[src/mmu_settings.svh]
/* Sizing for the Sv32 MMU. PPN plus page bits must give a 32-bit physical address,
   and the TLB entry count must be a power of two of at least 2. */

`ifndef MMU_SETTINGS_SVH
`define MMU_SETTINGS_SVH

// entries in each of the fetch, load and store TLBs
`define MMU_TLB_ENTRIES 8

// 4 KiB pages
`define MMU_PAGE_BITS 12

// vpn1 and vpn0 split this evenly
`define MMU_VPN_BITS 20

// only the low 20 PPN bits of a PTE are used, since physical addresses are 32 bits
`define MMU_PPN_BITS 20

`endif
[src/mmu_req_pkg.sv]
/* Request side of the MMU: access kind, privilege level and page-fault cause.
   Cause values follow the RISC-V mcause encoding for page faults. */

package mmu_req_pkg;

    typedef enum logic [1:0] {
        ACC_NONE  = 2'd0,
        ACC_CODE  = 2'd1,
        ACC_READ  = 2'd2,
        ACC_WRITE = 2'd3
    } access_t;

    typedef enum logic [1:0] {
        PRIV_U = 2'd0,
        PRIV_S = 2'd1,
        PRIV_M = 2'd3
    } priv_t;

    typedef enum logic [3:0] {
        CAUSE_FETCH_PF = 4'd12,
        CAUSE_LOAD_PF  = 4'd13,
        CAUSE_STORE_PF = 4'd15
    } cause_t;

    function automatic cause_t cause_of(access_t acc);
        case (acc)
            ACC_CODE: return CAUSE_FETCH_PF;
            ACC_READ: return CAUSE_LOAD_PF;
            default:  return CAUSE_STORE_PF;
        endcase
    endfunction

endpackage

[src/sv32_pkg.sv]
/* Sv32 memory format: addresses, page numbers and the page-table entry.
   PTE bits 31:30 lie beyond the 32-bit physical space and are ignored by the walker. */

`include "mmu_settings.svh"

package sv32_pkg;

    typedef logic [31:0] vaddr_t;
    typedef logic [31:0] paddr_t;

    typedef logic [`MMU_VPN_BITS-1:0] vpn_t;
    typedef logic [`MMU_PPN_BITS-1:0] ppn_t;

    // one level's index into a page table (vpn1 or vpn0)
    typedef logic [`MMU_VPN_BITS/2-1:0] vpn_part_t;

    typedef struct packed {
        logic [1:0] ppn_ext;
        ppn_t       ppn;
        logic [1:0] rsw;
        logic       d;
        logic       a;
        logic       g;
        logic       u;
        logic       x;
        logic       w;
        logic       r;
        logic       v;
    } pte_t;

    // address of entry idx in the table at page table_ppn, 4 bytes per PTE
    function automatic paddr_t pte_addr(ppn_t table_ppn, vpn_part_t idx);
        return {table_ppn, {`MMU_PAGE_BITS{1'b0}}} + paddr_t'({idx, 2'b00});
    endfunction

    // any of R, W, X set marks a leaf
    function automatic logic pte_is_leaf(pte_t pte);
        return pte.r | pte.w | pte.x;
    endfunction

endpackage

[src/mmu_top.sv]
/* Sv32 MMU top: separate fetch, load and store TLBs over one walker and memory port.
   flush must only pulse while access is ACC_NONE. */

`include "mmu_settings.svh"

module mmu_top (
    input  logic                 CLK,
    input  logic                 rst_n,
    input  mmu_req_pkg::access_t access,
    input  sv32_pkg::vaddr_t     vaddr,
    input  mmu_req_pkg::priv_t   priv,
    input  logic                 satp_mode,
    input  sv32_pkg::ppn_t       satp_ppn,
    input  logic                 sum,
    input  logic                 mxr,
    input  logic                 flush,
    output logic                 done,
    output sv32_pkg::paddr_t     paddr,
    output logic                 fault,
    output mmu_req_pkg::cause_t  cause,
    output logic                 mem_rd,
    output logic                 mem_wr,
    output sv32_pkg::paddr_t     mem_addr,
    output sv32_pkg::pte_t       mem_wdata,
    input  sv32_pkg::pte_t       mem_rdata,
    input  logic                 mem_ack
);
    import sv32_pkg::*;

    vpn_t page_vpn;
    logic hit_code, hit_read, hit_write;
    ppn_t ppn_code, ppn_read, ppn_write;
    logic we_code, we_read, we_write;
    logic walk_start, walk_done, walk_fault;
    ppn_t walk_ppn;

    assign page_vpn = vaddr[$bits(vaddr_t)-1:`MMU_PAGE_BITS];

    // all three refill from the walker result
    tlb_cache #(.ENTRIES(`MMU_TLB_ENTRIES)) tlb_code (
        .CLK(CLK), .rst_n(rst_n), .flush(flush), .we(we_code),
        .lookup_vpn(page_vpn), .fill_ppn(walk_ppn), .hit(hit_code), .ppn(ppn_code)
    );

    tlb_cache #(.ENTRIES(`MMU_TLB_ENTRIES)) tlb_read (
        .CLK(CLK), .rst_n(rst_n), .flush(flush), .we(we_read),
        .lookup_vpn(page_vpn), .fill_ppn(walk_ppn), .hit(hit_read), .ppn(ppn_read)
    );

    tlb_cache #(.ENTRIES(`MMU_TLB_ENTRIES)) tlb_write (
        .CLK(CLK), .rst_n(rst_n), .flush(flush), .we(we_write),
        .lookup_vpn(page_vpn), .fill_ppn(walk_ppn), .hit(hit_write), .ppn(ppn_write)
    );

    page_walker page_walker_i (
        .CLK(CLK), .rst_n(rst_n), .walk_start(walk_start), .vaddr(vaddr),
        .access(access), .priv(priv), .satp_ppn(satp_ppn), .sum(sum), .mxr(mxr),
        .mem_rd(mem_rd), .mem_wr(mem_wr), .mem_addr(mem_addr), .mem_wdata(mem_wdata),
        .mem_rdata(mem_rdata), .mem_ack(mem_ack), .walk_done(walk_done),
        .walk_ppn(walk_ppn), .walk_fault(walk_fault)
    );

    translate_ctrl translate_ctrl_i (
        .CLK(CLK), .rst_n(rst_n), .access(access), .vaddr(vaddr), .priv(priv),
        .satp_mode(satp_mode), .hit_code(hit_code), .hit_read(hit_read),
        .hit_write(hit_write), .ppn_code(ppn_code), .ppn_read(ppn_read),
        .ppn_write(ppn_write), .walk_start(walk_start), .walk_done(walk_done),
        .walk_ppn(walk_ppn), .walk_fault(walk_fault), .we_code(we_code),
        .we_read(we_read), .we_write(we_write), .done(done), .paddr(paddr),
        .fault(fault), .cause(cause)
    );

endmodule

[src/translate_ctrl.sv]
/* Picks bare, TLB-hit or walk results and refills the TLB of the access kind.
   access, vaddr, priv and satp_mode are held by the core until done. */

`include "mmu_settings.svh"

module translate_ctrl (
    input  logic                 CLK,
    input  logic                 rst_n,
    input  mmu_req_pkg::access_t access,
    input  sv32_pkg::vaddr_t     vaddr,
    input  mmu_req_pkg::priv_t   priv,
    input  logic                 satp_mode,
    input  logic                 hit_code,
    input  logic                 hit_read,
    input  logic                 hit_write,
    input  sv32_pkg::ppn_t       ppn_code,
    input  sv32_pkg::ppn_t       ppn_read,
    input  sv32_pkg::ppn_t       ppn_write,
    output logic                 walk_start,
    input  logic                 walk_done,
    input  sv32_pkg::ppn_t       walk_ppn,
    input  logic                 walk_fault,
    output logic                 we_code,
    output logic                 we_read,
    output logic                 we_write,
    output logic                 done,
    output sv32_pkg::paddr_t     paddr,
    output logic                 fault,
    output mmu_req_pkg::cause_t  cause
);
    import sv32_pkg::*;
    import mmu_req_pkg::*;

    typedef enum logic [1:0] {
        ST_IDLE,
        ST_WALK,
        ST_DONE
    } state_t;

    state_t state;
    logic   bare;
    logic   kind_hit;
    ppn_t   kind_ppn;
    logic   request;
    logic   refill;

    always_comb begin
        case (access)
            ACC_CODE: begin
                kind_hit = hit_code;
                kind_ppn = ppn_code;
            end
            ACC_READ: begin
                kind_hit = hit_read;
                kind_ppn = ppn_read;
            end
            default: begin
                kind_hit = hit_write;
                kind_ppn = ppn_write;
            end
        endcase
    end

    assign bare       = (priv == PRIV_M) || !satp_mode;
    assign request    = (state == ST_IDLE) && (access != ACC_NONE);
    assign walk_start = request && !bare && !kind_hit;

    // only a clean walk fills, and only the TLB of this access kind
    assign refill   = (state == ST_WALK) && walk_done && !walk_fault;
    assign we_code  = refill && (access == ACC_CODE);
    assign we_read  = refill && (access == ACC_READ);
    assign we_write = refill && (access == ACC_WRITE);

    assign done = (state == ST_DONE);

    always_ff @(posedge CLK or negedge rst_n) begin
        if (!rst_n) begin
            state <= ST_IDLE;
            fault <= 1'b0;
        end else begin
            case (state)
                ST_IDLE: begin
                    if (request) begin
                        fault <= 1'b0;
                        state <= (bare || kind_hit) ? ST_DONE : ST_WALK;
                    end
                end
                ST_WALK: begin
                    if (walk_done) begin
                        fault <= walk_fault;
                        state <= ST_DONE;
                    end
                end
                default: state <= ST_IDLE;
            endcase
        end
    end

    always_ff @(posedge CLK) begin
        if (request) begin
            paddr <= bare ? vaddr : {kind_ppn, vaddr[`MMU_PAGE_BITS-1:0]};
        end else if (state == ST_WALK && walk_done) begin
            paddr <= {walk_ppn, vaddr[`MMU_PAGE_BITS-1:0]};
            cause <= cause_of(access);
        end
    end

endmodule

[src/page_walker.sv]
/* Two-level Sv32 walk on one memory port, then the A/D write-back of the leaf.
   vaddr, access, priv, satp_ppn, sum and mxr must stay stable from walk_start to walk_done.
   Megapage alignment of the leaf PPN is not checked. */

`include "mmu_settings.svh"

module page_walker (
    input  logic                 CLK,
    input  logic                 rst_n,
    input  logic                 walk_start,
    input  sv32_pkg::vaddr_t     vaddr,
    input  mmu_req_pkg::access_t access,
    input  mmu_req_pkg::priv_t   priv,
    input  sv32_pkg::ppn_t       satp_ppn,
    input  logic                 sum,
    input  logic                 mxr,
    output logic                 mem_rd,
    output logic                 mem_wr,
    output sv32_pkg::paddr_t     mem_addr,
    output sv32_pkg::pte_t       mem_wdata,
    input  sv32_pkg::pte_t       mem_rdata,
    input  logic                 mem_ack,
    output logic                 walk_done,
    output sv32_pkg::ppn_t       walk_ppn,
    output logic                 walk_fault
);
    import sv32_pkg::*;
    import mmu_req_pkg::*;

    typedef enum logic [2:0] {
        WK_IDLE,
        WK_READ,
        WK_CHECK,
        WK_WRITE,
        WK_DONE
    } wk_state_t;

    wk_state_t state;
    logic      level;
    logic      fault_q;
    pte_t      pte_q;
    paddr_t    pte_addr_q;
    ppn_t      ppn_q;

    vpn_part_t vpn1;
    vpn_part_t vpn0;
    logic      go_down;
    logic      perm_ok;
    logic      bad;
    logic      need_wb;

    assign vpn0 = vaddr[`MMU_PAGE_BITS +: $bits(vpn_part_t)];
    assign vpn1 = vaddr[`MMU_PAGE_BITS + $bits(vpn_part_t) +: $bits(vpn_part_t)];

    // leaf checks on the PTE that was just read
    always_comb begin
        go_down = pte_q.v && !pte_is_leaf(pte_q) && level;
        case (access)
            ACC_CODE:  perm_ok = pte_q.x;
            ACC_WRITE: perm_ok = pte_q.w;
            default:   perm_ok = pte_q.r | (mxr & pte_q.x);
        endcase
        // XWR 010 and 110 are reserved, i.e. W without R
        bad = !pte_q.v || !pte_is_leaf(pte_q) || (pte_q.w && !pte_q.r) || !perm_ok
            || (priv == PRIV_S && pte_q.u && !sum)
            || (priv == PRIV_U && !pte_q.u);
        need_wb = !pte_q.a || (access == ACC_WRITE && !pte_q.d);
    end

    always_comb begin
        mem_wdata   = pte_q;
        mem_wdata.a = 1'b1;
        if (access == ACC_WRITE) begin
            mem_wdata.d = 1'b1;
        end
    end

    // the same address serves the PTE read and its write-back
    assign mem_addr   = pte_addr_q;
    assign mem_rd     = (state == WK_READ);
    assign mem_wr     = (state == WK_WRITE);
    assign walk_done  = (state == WK_DONE);
    assign walk_ppn   = ppn_q;
    assign walk_fault = fault_q;

    always_ff @(posedge CLK or negedge rst_n) begin
        if (!rst_n) begin
            state   <= WK_IDLE;
            level   <= 1'b1;
            fault_q <= 1'b0;
        end else begin
            case (state)
                WK_IDLE: begin
                    if (walk_start) begin
                        level   <= 1'b1;
                        fault_q <= 1'b0;
                        state   <= WK_READ;
                    end
                end
                WK_READ: begin
                    if (mem_ack) begin
                        state <= WK_CHECK;
                    end
                end
                WK_CHECK: begin
                    if (go_down) begin
                        level <= 1'b0;
                        state <= WK_READ;
                    end else if (bad) begin
                        fault_q <= 1'b1;
                        state   <= WK_DONE;
                    end else if (need_wb) begin
                        state <= WK_WRITE;
                    end else begin
                        state <= WK_DONE;
                    end
                end
                WK_WRITE: begin
                    if (mem_ack) begin
                        state <= WK_DONE;
                    end
                end
                default: state <= WK_IDLE;
            endcase
        end
    end

    always_ff @(posedge CLK) begin
        if (state == WK_IDLE && walk_start) begin
            pte_addr_q <= pte_addr(satp_ppn, vpn1);
        end
        if (state == WK_CHECK && go_down) begin
            pte_addr_q <= pte_addr(pte_q.ppn, vpn0);
        end
        if (state == WK_READ && mem_ack) begin
            pte_q <= mem_rdata;
        end
        // megapage keeps vpn0 from the virtual address
        if (state == WK_CHECK) begin
            ppn_q <= level ? {pte_q.ppn[$bits(ppn_t)-1 -: $bits(vpn_part_t)], vpn0}
                           : pte_q.ppn;
        end
    end

endmodule

[src/tlb_cache.sv]
/* Direct-mapped TLB with combinational lookup. ENTRIES must be a power of two.
   Writes and flushes land at the next clock edge; a flush wins over nothing else. */

`include "mmu_settings.svh"

module tlb_cache #(
    parameter int ENTRIES = `MMU_TLB_ENTRIES
) (
    input  logic           CLK,
    input  logic           rst_n,
    input  logic           flush,
    input  logic           we,
    input  sv32_pkg::vpn_t lookup_vpn,
    input  sv32_pkg::ppn_t fill_ppn,
    output logic           hit,
    output sv32_pkg::ppn_t ppn
);
    import sv32_pkg::*;

    localparam int IDX_BITS = $clog2(ENTRIES);
    localparam int TAG_BITS = $bits(vpn_t) - IDX_BITS;

    logic [ENTRIES-1:0]  valid;
    logic [TAG_BITS-1:0] tag_mem [ENTRIES];
    ppn_t                ppn_mem [ENTRIES];

    logic [IDX_BITS-1:0] idx;
    logic [TAG_BITS-1:0] tag;

    // low vpn bits pick the entry
    assign {tag, idx} = lookup_vpn;

    assign hit = valid[idx] && (tag_mem[idx] == tag);
    assign ppn = ppn_mem[idx];

    always_ff @(posedge CLK or negedge rst_n) begin
        if (!rst_n) begin
            valid <= '0;
        end else begin
            if (flush) begin
                valid <= '0;
            end
            if (we) begin
                valid[idx] <= 1'b1;
            end
        end
    end

    always_ff @(posedge CLK) begin
        if (we) begin
            tag_mem[idx] <= tag;
            ppn_mem[idx] <= fill_ppn;
        end
    end

endmodule

[config.mk]
export PLATFORM = sky130hd
export DESIGN_NAME = mmu_top
export DESIGN_NICKNAME = d
export VERILOG_FILES = /design/src/mmu_req_pkg.sv /design/src/sv32_pkg.sv /design/src/mmu_top.sv /design/src/translate_ctrl.sv /design/src/page_walker.sv /design/src/tlb_cache.sv
export VERILOG_INCLUDE_DIRS = /design/src
export SDC_FILE = /design/constraint.sdc
export NUM_CORES = 1
export LEC_CHECK = 0
export BUFFER_PORTS_ARGS = -buffer_cell sky130_fd_sc_hd__buf_4
export CAP_MARGIN = 10
export CORE_ASPECT_RATIO = 0.75
export CORE_MARGIN = 3
export CORE_UTILIZATION = 44
export CTS_CLUSTER_SIZE = 14
export DETAILED_ROUTE_END_ITERATION = 10
export SETUP_SLACK_MARGIN = 0.1
export SLEW_MARGIN = 20
export SYNTH_ARGS = -nofsm -noshare
export SYNTH_HDL_FRONTEND = slang
export SYNTH_SLANG_ARGS = --single-unit
[constraint.sdc]
create_clock -name CLK -period 6.5 [get_ports CLK]
set_input_delay 1.3 -clock CLK [delete_from_list [all_inputs] [get_ports CLK]]
set_output_delay 1.3 -clock CLK [all_outputs]
set_load 0.02 [all_outputs]
Yosys cells after proc, flatten, opt, wreduce, memory -nomap -nowiden
Memory sizes are Yosys's and may differ from the RTL's. Cells that the tools add are included.

Register bits after elaboration: 152. Latch bits: 0. RAM bits: 888. Memory bits (read-only): 0. Input port bits: 95. Output and inout bits: 104. Memories kept: 6.

Memory list: tlb_code.ppn_mem (depth 8, bits a word 20, read ports 1, clocked after memory_dff 0, write ports 1, RTL line tlb_cache.sv:25) `ppn_t ppn_mem [ENTRIES];`; tlb_read.ppn_mem (depth 8, bits a word 20, read ports 1, clocked after memory_dff 0, write ports 1, RTL line tlb_cache.sv:25); tlb_write.ppn_mem (depth 8, bits a word 20, read ports 1, clocked after memory_dff 0, write ports 1, RTL line tlb_cache.sv:25); tlb_code.tag_mem (depth 8, bits a word 17, read ports 1, clocked after memory_dff 0, write ports 1, RTL line tlb_cache.sv:24) `logic [TAG_BITS-1:0] tag_mem [ENTRIES];`; tlb_read.tag_mem (depth 8, bits a word 17, read ports 1, clocked after memory_dff 0, write ports 1, RTL line tlb_cache.sv:24); tlb_write.tag_mem (depth 8, bits a word 17, read ports 1, clocked after memory_dff 0, write ports 1, RTL line tlb_cache.sv:24).

$add $sub $neg: 2. Multipliers: 0. Divide/modulo/power cells: 0. Magnitude comparators: 2. Eq/ne operators: 22. Shift operators: 0. Multiplexer cells: 52. Bitwise operators: 8. Reductions and logical operators: 56.

Operators with widths (count): 2-to-1 mux 32 bit (5); adder 32 x 12 -> 32 bit (2); equality test 17 bit (3); 2-to-1 mux 8 bit (6); one-hot mux 20 bit (2 select lines) (1); bitwise OR 8 bit (3); logical AND 1 bit (22); 2-to-1 mux 1 bit (18); 2-to-1 mux 3 bit (6); inequality test 2 x 1 -> 1 bit, second input constant (7); zero test 1 bit (12); one-hot mux 3 bit (4 select lines) (1); 2-to-1 mux 10 bit (1); one-hot mux 1 bit (2 select lines) (5); nonzero test 2 bit (5); binary-select mux 1 bit (select 3 bit) (3); AND reduction 3 bit (3); equality test 2 bit, second input constant (4); logical OR 1 bit (8); one-hot mux 2 bit (2 select lines) (2); equality test 2 x 1 -> 1 bit, second input constant (3); equality test 3 x 2 -> 1 bit, second input constant (2); 2-to-1 mux 2 bit (3); zero test 2 bit (2); other kinds (12) (15).

Longest topological paths before layout
Gate-level depths: netlist (run 1).

Depth in word-level cells: 11. Gate-level depth with buffers: 14. Depth with buffers taken out: 10.

Modules after synthesis
A second synthesis (run 1) with hierarchy kept.

Cell total of the unflattened synthesis: 2409. Area total of the unflattened synthesis: 41886.4 sq um.

By module, submodules not included: tlb_cache at tlb_read ... (times used 2, cells an instance 646, area an instance 11932.7 sq um, seq. area each 9088.7 sq um); tlb_cache at tlb_code (times used 1, cells an instance 697, area an instance 11986.5 sq um, seq. area each 9088.7 sq um); page_walker (times used 1, cells an instance 212, area an instance 3763.6 sq um, seq. area each 2588.7 sq um); translate_ctrl (times used 1, cells an instance 208, area an instance 2270.9 sq um, seq. area each 1096.1 sq um).

Least setup slack after synthesis (run 1)
No wires, ideal clock.

Path kind: input -> register. From: input vaddr[14]. To: memory tlb_code.ppn_mem[4][0] (netlist name), enable pin. Library setup time: 0.431 ns. Arrival time: 4.522 ns. Path slack: 1.547 ns. Stages: 9. Cell sequence: buf_2 -> buf_2 -> buf_2 -> buf_2 -> buf_2 -> buf_2 -> buf_2 -> nand2_1 -> nor2_1.

RTL lines: start: declaration (RTL line mmu_top.sv:10) `input sv32_pkg::vaddr_t vaddr,`; end: declaration (RTL line tlb_cache.sv:25).

Straight into the memory's write port.

Final worst setup path (run 1)
From: input vaddr[12]. To: register page_walker_i.pte_addr_q[6] (netlist: page_walker_i.mem_addr[6]), enable pin.

Longest elaborated chain between the ends: 8.

RTL lines: memory (8 x 17 bit) or binary-select mux 1 bit (select 3 bit) (tied branches); equality test 17 bit or 2-to-1 mux 1 bit (tied branches) (RTL line tlb_cache.sv:33) `assign hit = valid[idx] && (tag_mem[idx] == tag);`; logical AND 1 bit (RTL line tlb_cache.sv:33); one-hot mux 1 bit (2 select lines) * (RTL line translate_ctrl.sv:48) `case (access)`; zero test 1 bit * (RTL line translate_ctrl.sv:66) `assign walk_start = request && !bare && !kind_hit;`; logical AND 1 bit * (RTL line translate_ctrl.sv:66); logical AND 1 bit * (RTL line page_walker.sv:129) `if (state == WK_IDLE && walk_start) begin`; nonzero test 2 bit (no line) *; end signal: assignment (RTL line page_walker.sv:130) `pte_addr_q <= pte_addr(satp_ppn, vpn1);`; end signal: assignment (RTL line page_walker.sv:133) `pte_addr_q <= pte_addr(pte_q.ppn, vpn0);`; end: declaration (RTL line page_walker.sv:42) `paddr_t pte_addr_q;`.

Every way passes the cells marked *; elsewhere a longest branch is shown, timed or not. The select of a mux whose other input is x is not followed. A chain may end at the register's enable or synchronous reset.

==> key figures, run 1 <==
Die
  • Die width: between 300 and 400 um
  • Vert. Die Dim: between 200 and 300 um
  • Core area: about 90000 um^2
  • Die ar.: approximately 95000 um^2
  • Initial Utilization: 0.4470
  • # IOs: 199
  • Row cnt: 95

Final layout
  • Non-filler instance count after layout: 3744
  • Syn-to-layout area delta: 15.46%
  • Antenna Cells: 0
  • Share of cells above drive strength 1: 0.2366
  • Final net count: between 2000 and 3000

Clock network
  • CTS tree: done
  • Inserted Clock Buffers: approximately 100
  • PostCTS Resize Cnt: 0
  • Clock Latency Late Sink: roughly 0.67 ns
  • Root buf cell: clkbuf_16
  • Clk buf depth: 3
  • Post-CTS Hold Buffers: 0
  • CTS clock-pin slew for the worst setup and hold paths: approximately 0.06 ns
  • H-tree depth: 3
  • Clk sinks: between 1000 and 1500
  • Post-CTS setup buffer count: 0

Min path
  • Worst Hold Path Cells: 0
  • Tightest Hold Check Type: reg -> reg

Power
  • Clock power frac: 0.379
  • Worst vdd ir: 257.5 uV
  • Pleak: ~15 nW
  • Sequential Power Share: 0.525
  • PwrDens: ~330 nW/um^2
  • Switching Share: 0.2427
  • Switching Power: about 3.7 mW
  • Internal: between 10 and 15 mW
  • Total power draw: ~15 mW
  • Comb pwr share: 0.096

Setup path
  • Crit start category: input pin
  • WS Path Type: in -> reg
  • CP Capture Type: register
  • Reg2reg end: page_walker_i.mem_addr[6]
  • WP data required: 6.72 ns
  • Crit path from: vaddr[12]
  • Crit path DAT: around 5.4 ns
  • R2R Setup Slk: 2.59 ns
  • CP endpoint: page_walker_i.mem_addr[6]
  • Worst-path maximum fanout: 58
  • Number of cells on the worst reg-to-reg path: 9
  • Reg-to-reg critical path startpoint: tlb_code.tag_mem[3][6]

Timing
  • Worst-margin pin slew: 1.167 ns
  • Final setup vio count: 0
  • Hold_ws: between 0.4 and 0.5 ns
  • Aggregate negative setup slack: 0 ns
  • Tcrit/Tclk final: 0.8018
  • RSZ-0062 raised after global routing: no
  • Final min period: around 5.2 ns
  • Max Clock Skew: ~0.026 ns
  • Final Hold Viols: 0
  • Rel. slew slack: 0.2199
  • Max Freq: ~190 MHz
  • Slew Limit Fails: 0

Synthesis
  • Synth area leader: edfxtp_1
  • Synth Flop Type: edfxtp_1
  • Register area share after synthesis: 0.7674
  • Mapped Cells: about 2200
  • Ys async rst share: 0.03089
  • Post-synthesis cell area: between 40000 and 50000 um^2
  • Post-synth cell types: between 60 and 70
  • Mean Syn Cell Area: approximately 18 um^2
  • Area share of the largest cell type after synthesis: 0.7475
  • Yosys Warn Count: 0
  • Number of synthesized flops with an enable pin: 1004
  • Synth Register Bits: between 1000 and 1500
  • Synth area leaders: edfxtp_1 75%, mux4_2 3.8%, mux2i_1 2.9%, a22oi_1 2.4%, mux2_2 2.1%

Outcome
  • Outcome: finished, final reports clean

Placement
  • Placed cells: approximately 3600
  • IO Port Bufs: 193
  • DPL Wire Length: ~68000 um
  • RePlAce Congestion: between 0.8 and 0.9

GRT
  • GR Util All Layers: 0.2451
  • Vias in the first global route: 22240
  • First-pass GRT wire length: 165800 um
  • Initial antenna violation count: 5
  • Grt total ovfl: 0
  • Largest net degree at the start of global routing: between 80 and 90

Detailed routing
  • Via/cell ratio: about 6.1
  • Antenna-violating nets left: 0
  • Initial DRT Pass Iterations: 6
  • Final WL: between 100000 and 150000 um
  • Via count: between 20000 and 25000
  • Initial DRC Count: slightly below 3000
  • Drt wl/cell: roughly 32 um
  • Residual DRC count: 0

Flow run
  • Max-Cap Viols: 0
## routing by layer
metal | global-route usage | up-vias | share of wire
met5 | 0 | - | 0.000076
met4 | 0.05843 | 2 | 0.021
met3 | 0.07423 | 185 | 0.12
met2 | 0.3577 | 1392 | 0.44
met1 | 0.3626 | 11880 | 0.42
li1 | - | 9412 | -
## worst min-delay path by stage
stage | startpoint | slack [ns] | endpoint
global placement | page_walker_i.mem_wdata[27] | 0.47 | page_walker_i.walk_ppn[17]
CTS | page_walker_i.mem_wdata[27] | 0.49 | page_walker_i.walk_ppn[17]
floorplan | page_walker_i.mem_wdata[20] | 0.45 | page_walker_i.walk_ppn[10]
finish | page_walker_i.mem_wdata[27] | 0.49 | page_walker_i.walk_ppn[17]
global route | page_walker_i.mem_wdata[27] | 0.51 | page_walker_i.walk_ppn[17]
detailed placement | page_walker_i.mem_wdata[27] | 0.48 | page_walker_i.walk_ppn[17]
## cells in the mapped netlist, drive strengths merged (11+ instances only)
cell type / count
a21oi: 78
mux4: 68
a211oi: 18
a22o: 27
nand4: 11
nand2: 77
inv: 36
nand3: 21
mux2: 79
o22ai: 34
xnor2: 32
a221oi: 40
mux2i: 117
a221o: 12
dfrtp: 31
edfxtp: 1004
nor2: 83
buf: 99
a31oi: 12
o21ai: 40
a22oi: 131
xor2: 18
clkbuf: 69
nor2b: 15
## flip-flops by register name, indices dropped and copies added, names as in the netlist
name,cells
page_walker_i.level,1
page_walker_i.walk_ppn,20
tlb_read.ppn_mem,160
tlb_write.tag_mem,136
translate_ctrl_i.state,2
tlb_code.ppn_mem,160
page_walker_i.mem_addr,30
page_walker_i.walk_fault,1
tlb_write.ppn_mem,160
tlb_write.valid,8
translate_ctrl_i.paddr,32
translate_ctrl_i.fault,1
translate_ctrl_i.cause,2
page_walker_i.mem_wdata,30
tlb_code.tag_mem,136
tlb_code.valid,8
page_walker_i.pte_q,2
tlb_read.tag_mem,136
page_walker_i.state,3
tlb_read.valid,8
## power groups by stage
stage | Clock, mW | Combinational (mW) | Sequential [mW]
floorplan | 0 | 0.656 | 8.14
global placement | 0 | 1.43 | 8.09
detailed placement | 0 | 1.44 | 8.11
CTS | 5.82 | 1.44 | 7.97
global route | 6.09 | 1.53 | 7.99
finish | 5.74 | 1.45 | 7.97
## per-stage QoR
| stage | util | setup slack, ns | area, um^2 |
|---|---|---|---|
| 6_report | 0.5161 | 1.288 | 46560 |
| 4_1_cts | 0.5160 | 1.241 | 46550 |
| 2_1_floorplan | - | 1.547 | 40340 |
| 5_1_grt | 0.5161 | 1.050 | 46560 |
| 3_3_place_gp | 0.4804 | 0.6577 | 43340 |
| 3_5_place_dp | 0.4804 | 0.5443 | 43340 |
## critical path: stages
cell       delay, ns
clkbuf_8        0.51
buf_4           0.40
mux4_2          0.53
mux2i_1         0.21
xor2_1          0.20
nand4_1         0.15
nor4_1          0.77
buf_4           0.24
a41oi_1         0.17
o2111ai_2       0.27
nand2b_2        0.60
## area by class of cell
type                            count  area [um^2]
Fill cell                        7203        43650
Tap cell                         1212         1516
Sequential cell                  1036        30950
Clock buffer                      123         2674
Timing Repair Buffer              271         2193
Inverter                           36        135.1
Clock inverter                     59        533.0
Multi-Input combinational cell   1007         8562
## layout by cell type (no fill, tap or decap), types with 11 or more instances in the layout
cell          n
dfrtp_1      31
mux4_2       68
clkinv_1     26
xnor2_1      32
inv_1        34
a22oi_1     131
a31oi_1      12
o21ai_0      34
mux2_2       76
mux2i_1     117
buf_12       11
a221oi_1     39
nor2_4       28
xor2_1       18
nand3_1      21
o22ai_1      34
edfxtp_1   1004
clkinv_2     12
a221o_1      12
a21oi_1      78
clkbuf_1     19
nor2b_1      13
clkbuf_16   104
a22o_1       27
nand4_1      11
nor2_1       52
buf_4       257
nand2_1      76
a211oi_1     18
## kinds of logic after synthesis
kind of cell / Yosys count / share of synthesized area
AOI/OAI and AO/OA: 428 / 0.07498
adders and majority gates: 4 / 0.001241
buffers and inverters: 204 / 0.02628
muxes: 264 / 0.08916
xor gates and xnor gates: 50 / 0.01086
and+or+nand+nor: 256 / 0.02988
DFF: 1036 / 0.7674
other: 2 / 0.0001862
Power figures use the tool's default switching activity.
==> run 2: changes to the inputs <==
Settings changed: ABC_AREA from default to 1.
Clock period 6.5 ns to 5.3 ns, I/O delays scaled along.
==> run 2 against run 1 <==
  * Combinational power grew 43%
  * Critical endpoint is now page_walker_i.mem_addr[23]
  * Largest power group unchanged
  * Clock power grew 19%
  * Clock-buffer cell count shrank 2
  * Sequential share of layout area shrank 1.6 points
  * Via count grew 20%
==> key figures, run 2 <==
Setup path
  • Worst-path maximum fanout: 76
  • CP peak stage delay: slightly above 0.5 ns
  • Crit path max-delay cell type: inv_6
  • CP cell instances: buf_6, inv_6, buf_12, nand2_1, nand2_1, nand2_1, nand2_1, nand2_1, nand2_1, nand2_1, nand2_1, nor2_1, nand2_1, nor2_1, nand3_1, nand2_1, inv_1, nand4_1, nand2_2, buf_4
  • Crit start category: input pin
  • CP Capture Type: register
  • WS Path Type: in -> reg
  • Critical path buffers and inverters: 5
  • CP most frequent cell: nand2_1
  • CP top delay family: simple AND/OR/NAND/NOR gates
  • Crit path DAT: between 4 and 5 ns
  • WP data required: 5.61 ns

GRT
  • Vias in the first global route: 25190
  • Initial antenna violation count: 10
  • Largest net degree at the start of global routing: between 90 and 100
  • Grt total ovfl: 0
  • First-pass GRT wire length: about 180000 um
  • GR Util All Layers: 0.2552

Power
  • PwrDens: between 300 and 400 nW/um^2
  • Worst vdd ir: around 230 uV
  • Pleak: approximately 18 nW

Synthesis
  • Most numerous cell in the Yosys netlist: nand2_1
  • Ys async rst share: 0.03089
  • Post-synth cell types: 48
  • Register area share after synthesis: 0.7458
  • Synth Register Bits: about 1000
  • Post-synth top cells: 1254 x nand2_1, 1004 x edfxtp_1, 172 x inv_1, 158 x nor2_1, 114 x nand3_1
  • Yosys Warn Count: 0
  • Number of synthesized flops with an enable pin: between 1000 and 1500
  • Synth area leaders: edfxtp_1 73%, nand2_1 11%, dfrtp_1 1.9%, inv_1 1.6%, nor2_1 1.4%
  • Area share of the largest cell type after synthesis: 0.7265
  • Mapped Cells: about 3400
  • Synth Flop Type: edfxtp_1
  • Synth area leader: edfxtp_1
  • Mean Syn Cell Area: around 12 um^2
  • Post-synthesis cell area: approximately 41000 um^2

Placement
  • DP Area: about 45000 um^2
  • IO Port Bufs: between 150 and 200
  • Place WS: 0.6338 ns
  • DPL Wire Length: between 70000 and 80000 um
  • Placed cells: between 4000 and 5000
  • RePlAce Congestion: 0.8585

Final layout
  • Syn-to-layout area delta: 15.00%
  • Final net count: between 3000 and 4000
  • Share of cells above drive strength 1: 0.1307
  • Commonest non-fill, non-tap cell in the layout: nand2_1
  • Final Cell Area: ~48000 um^2
  • Non-filler instance count after layout: just under 5000
  • Top flop regs: tlb_code.ppn_mem: 160 flops, tlb_read.ppn_mem: 160 flops, tlb_write.ppn_mem: 160 flops
  • Commonest non-fill, non-tap cells in the layout: 1253 x nand2_1, 1004 x edfxtp_1, 256 x buf_4

Die
  • Die ar.: 98070 um^2
  • Die width: roughly 360 um
  • Core area: approximately 92000 um^2
  • # IOs: slightly below 200
  • Row cnt: between 90 and 100
  • Initial Utilization: 0.4487
  • Vert. Die Dim: around 270 um

Timing
  • Slew Limit Fails: 0
  • RSZ-0062 raised after global routing: no
  • Tcrit/Tclk final: 0.7719
  • Max Clock Skew: roughly 0.032 ns
  • Final Hold Viols: 0
  • Rel. slew slack: 0.2992
  • Aggregate negative setup slack: 0 ns
  • Max Freq: ~240 MHz
  • Setup ws final: 1.209 ns
  • Final min period: about 4.1 ns
  • Final setup vio count: 0
  • Worst-margin pin slew: ~1.1 ns

Clock network
  • Inserted Clock Buffers: 99
  • PostCTS Resize Cnt: 0
  • Root buf cell: clkbuf_16
  • CTS clock-pin slew for the worst setup and hold paths: ~0.060 ns
  • Post-CTS setup buffer count: 0
  • Clk sinks: 1036
  • Clock Latency Late Sink: 0.68 ns
  • Post-CTS Hold Buffers: 0
  • CTS tree: done
  • H-tree depth: 3
  • Clk buf depth: 3

Detailed routing
  • Final WL: 127200 um
  • Drt wl/cell: about 26 um
  • Initial DRC Count: 3901
  • Via count: between 20000 and 30000
  • Wl on met1: about 55000 um
  • DR WL met3: ~15000 um
  • Initial DRT Pass Iterations: 5
  • Residual DRC count: 0
  • Antenna-violating nets left: 0
  • Via/cell ratio: approximately 5.6
  • Highest metal layer with signal wires: met5
  • Routed wl met2: approximately 55000 um

Min path
  • Tightest Hold Check Type: in -> async

Outcome
  • Outcome: finished, final reports clean

Flow run
  • Max-Cap Viols: 0
## run 2: final cells by class
cell class / count / area [um^2]
fill: 7919 / 44770
sequential: 1036 / 30950
tap: 1225 / 1533
antenna: 2 / 5.005
timing repair buffer: 280 / 2394
inverter: 182 / 690.7
clock buffer: 121 / 2603
multi-input combinational: 1981 / 9092
clock inverter: 56 / 454.2
## run 2: stage by stage
| step | power [mW] | util | hold slack (ns) |
|---|---|---|---|
| after floorplan | 11.03 | - | 0.4516 |
| after global placement | 12.17 | 0.4828 | 0.5010 |
| after detailed placement | 12.18 | 0.4828 | 0.4972 |
| after CTS | 18.95 | 0.5159 | 0.3070 |
| after global routing | 19.49 | 0.5159 | 0.3380 |
| final | 18.87 | 0.5160 | 0.3333 |
## run 2: logic make-up (layout without fill, tap and decap cells)
group | count (synthesis) | in the layout | synth area share
flops | 1036 | 1036 | 0.7458
other cells | 2 | 7 | 0.0001810
xor+xnor | 7 | 7 | 0.001477
fa+ha+maj | 4 | 4 | 0.001206
simple gates | 1623 | 1623 | 0.1570
buf+inv | 370 | 639 | 0.04097
compound gates | 342 | 342 | 0.05337
## run 2: routing by layer
metal / vias up / GRT usage
li1: 12150 / -
met1: 13370 / 0.3895
met2: 1649 / 0.3720
met3: 188 / 0.05776
met4: 4 / 0.05942
met5: - / 0
## run 2: worst paths after layout
path	from	slack, ns	cells after the start	endpoint
min in group CLK	page_walker_i.walk_fault	0.52	2	page_walker_i.walk_fault
worst min-delay path	rst_n	0.33	1	tlb_code.valid[6]
worst max register to register	page_walker_i.state[2]	1.89	6	tlb_read.ppn_mem[6][2]
worst max-delay path	vaddr[12]	1.21	20	page_walker_i.mem_addr[23]
worst min register to register	page_walker_i.walk_fault	0.52	2	page_walker_i.walk_fault
max in group asynchronous	rst_n	4.60	1	page_walker_i.level
## run 2: power breakdown
part           internal, mW  leakage, nW  total, mW  switching, mW
clock                  3.78         1.49       6.83           3.05
sequential             9.58         9.49       9.97          0.392
combinational         0.590         6.80       2.07           1.48
total                  13.9         17.8       18.9           4.93
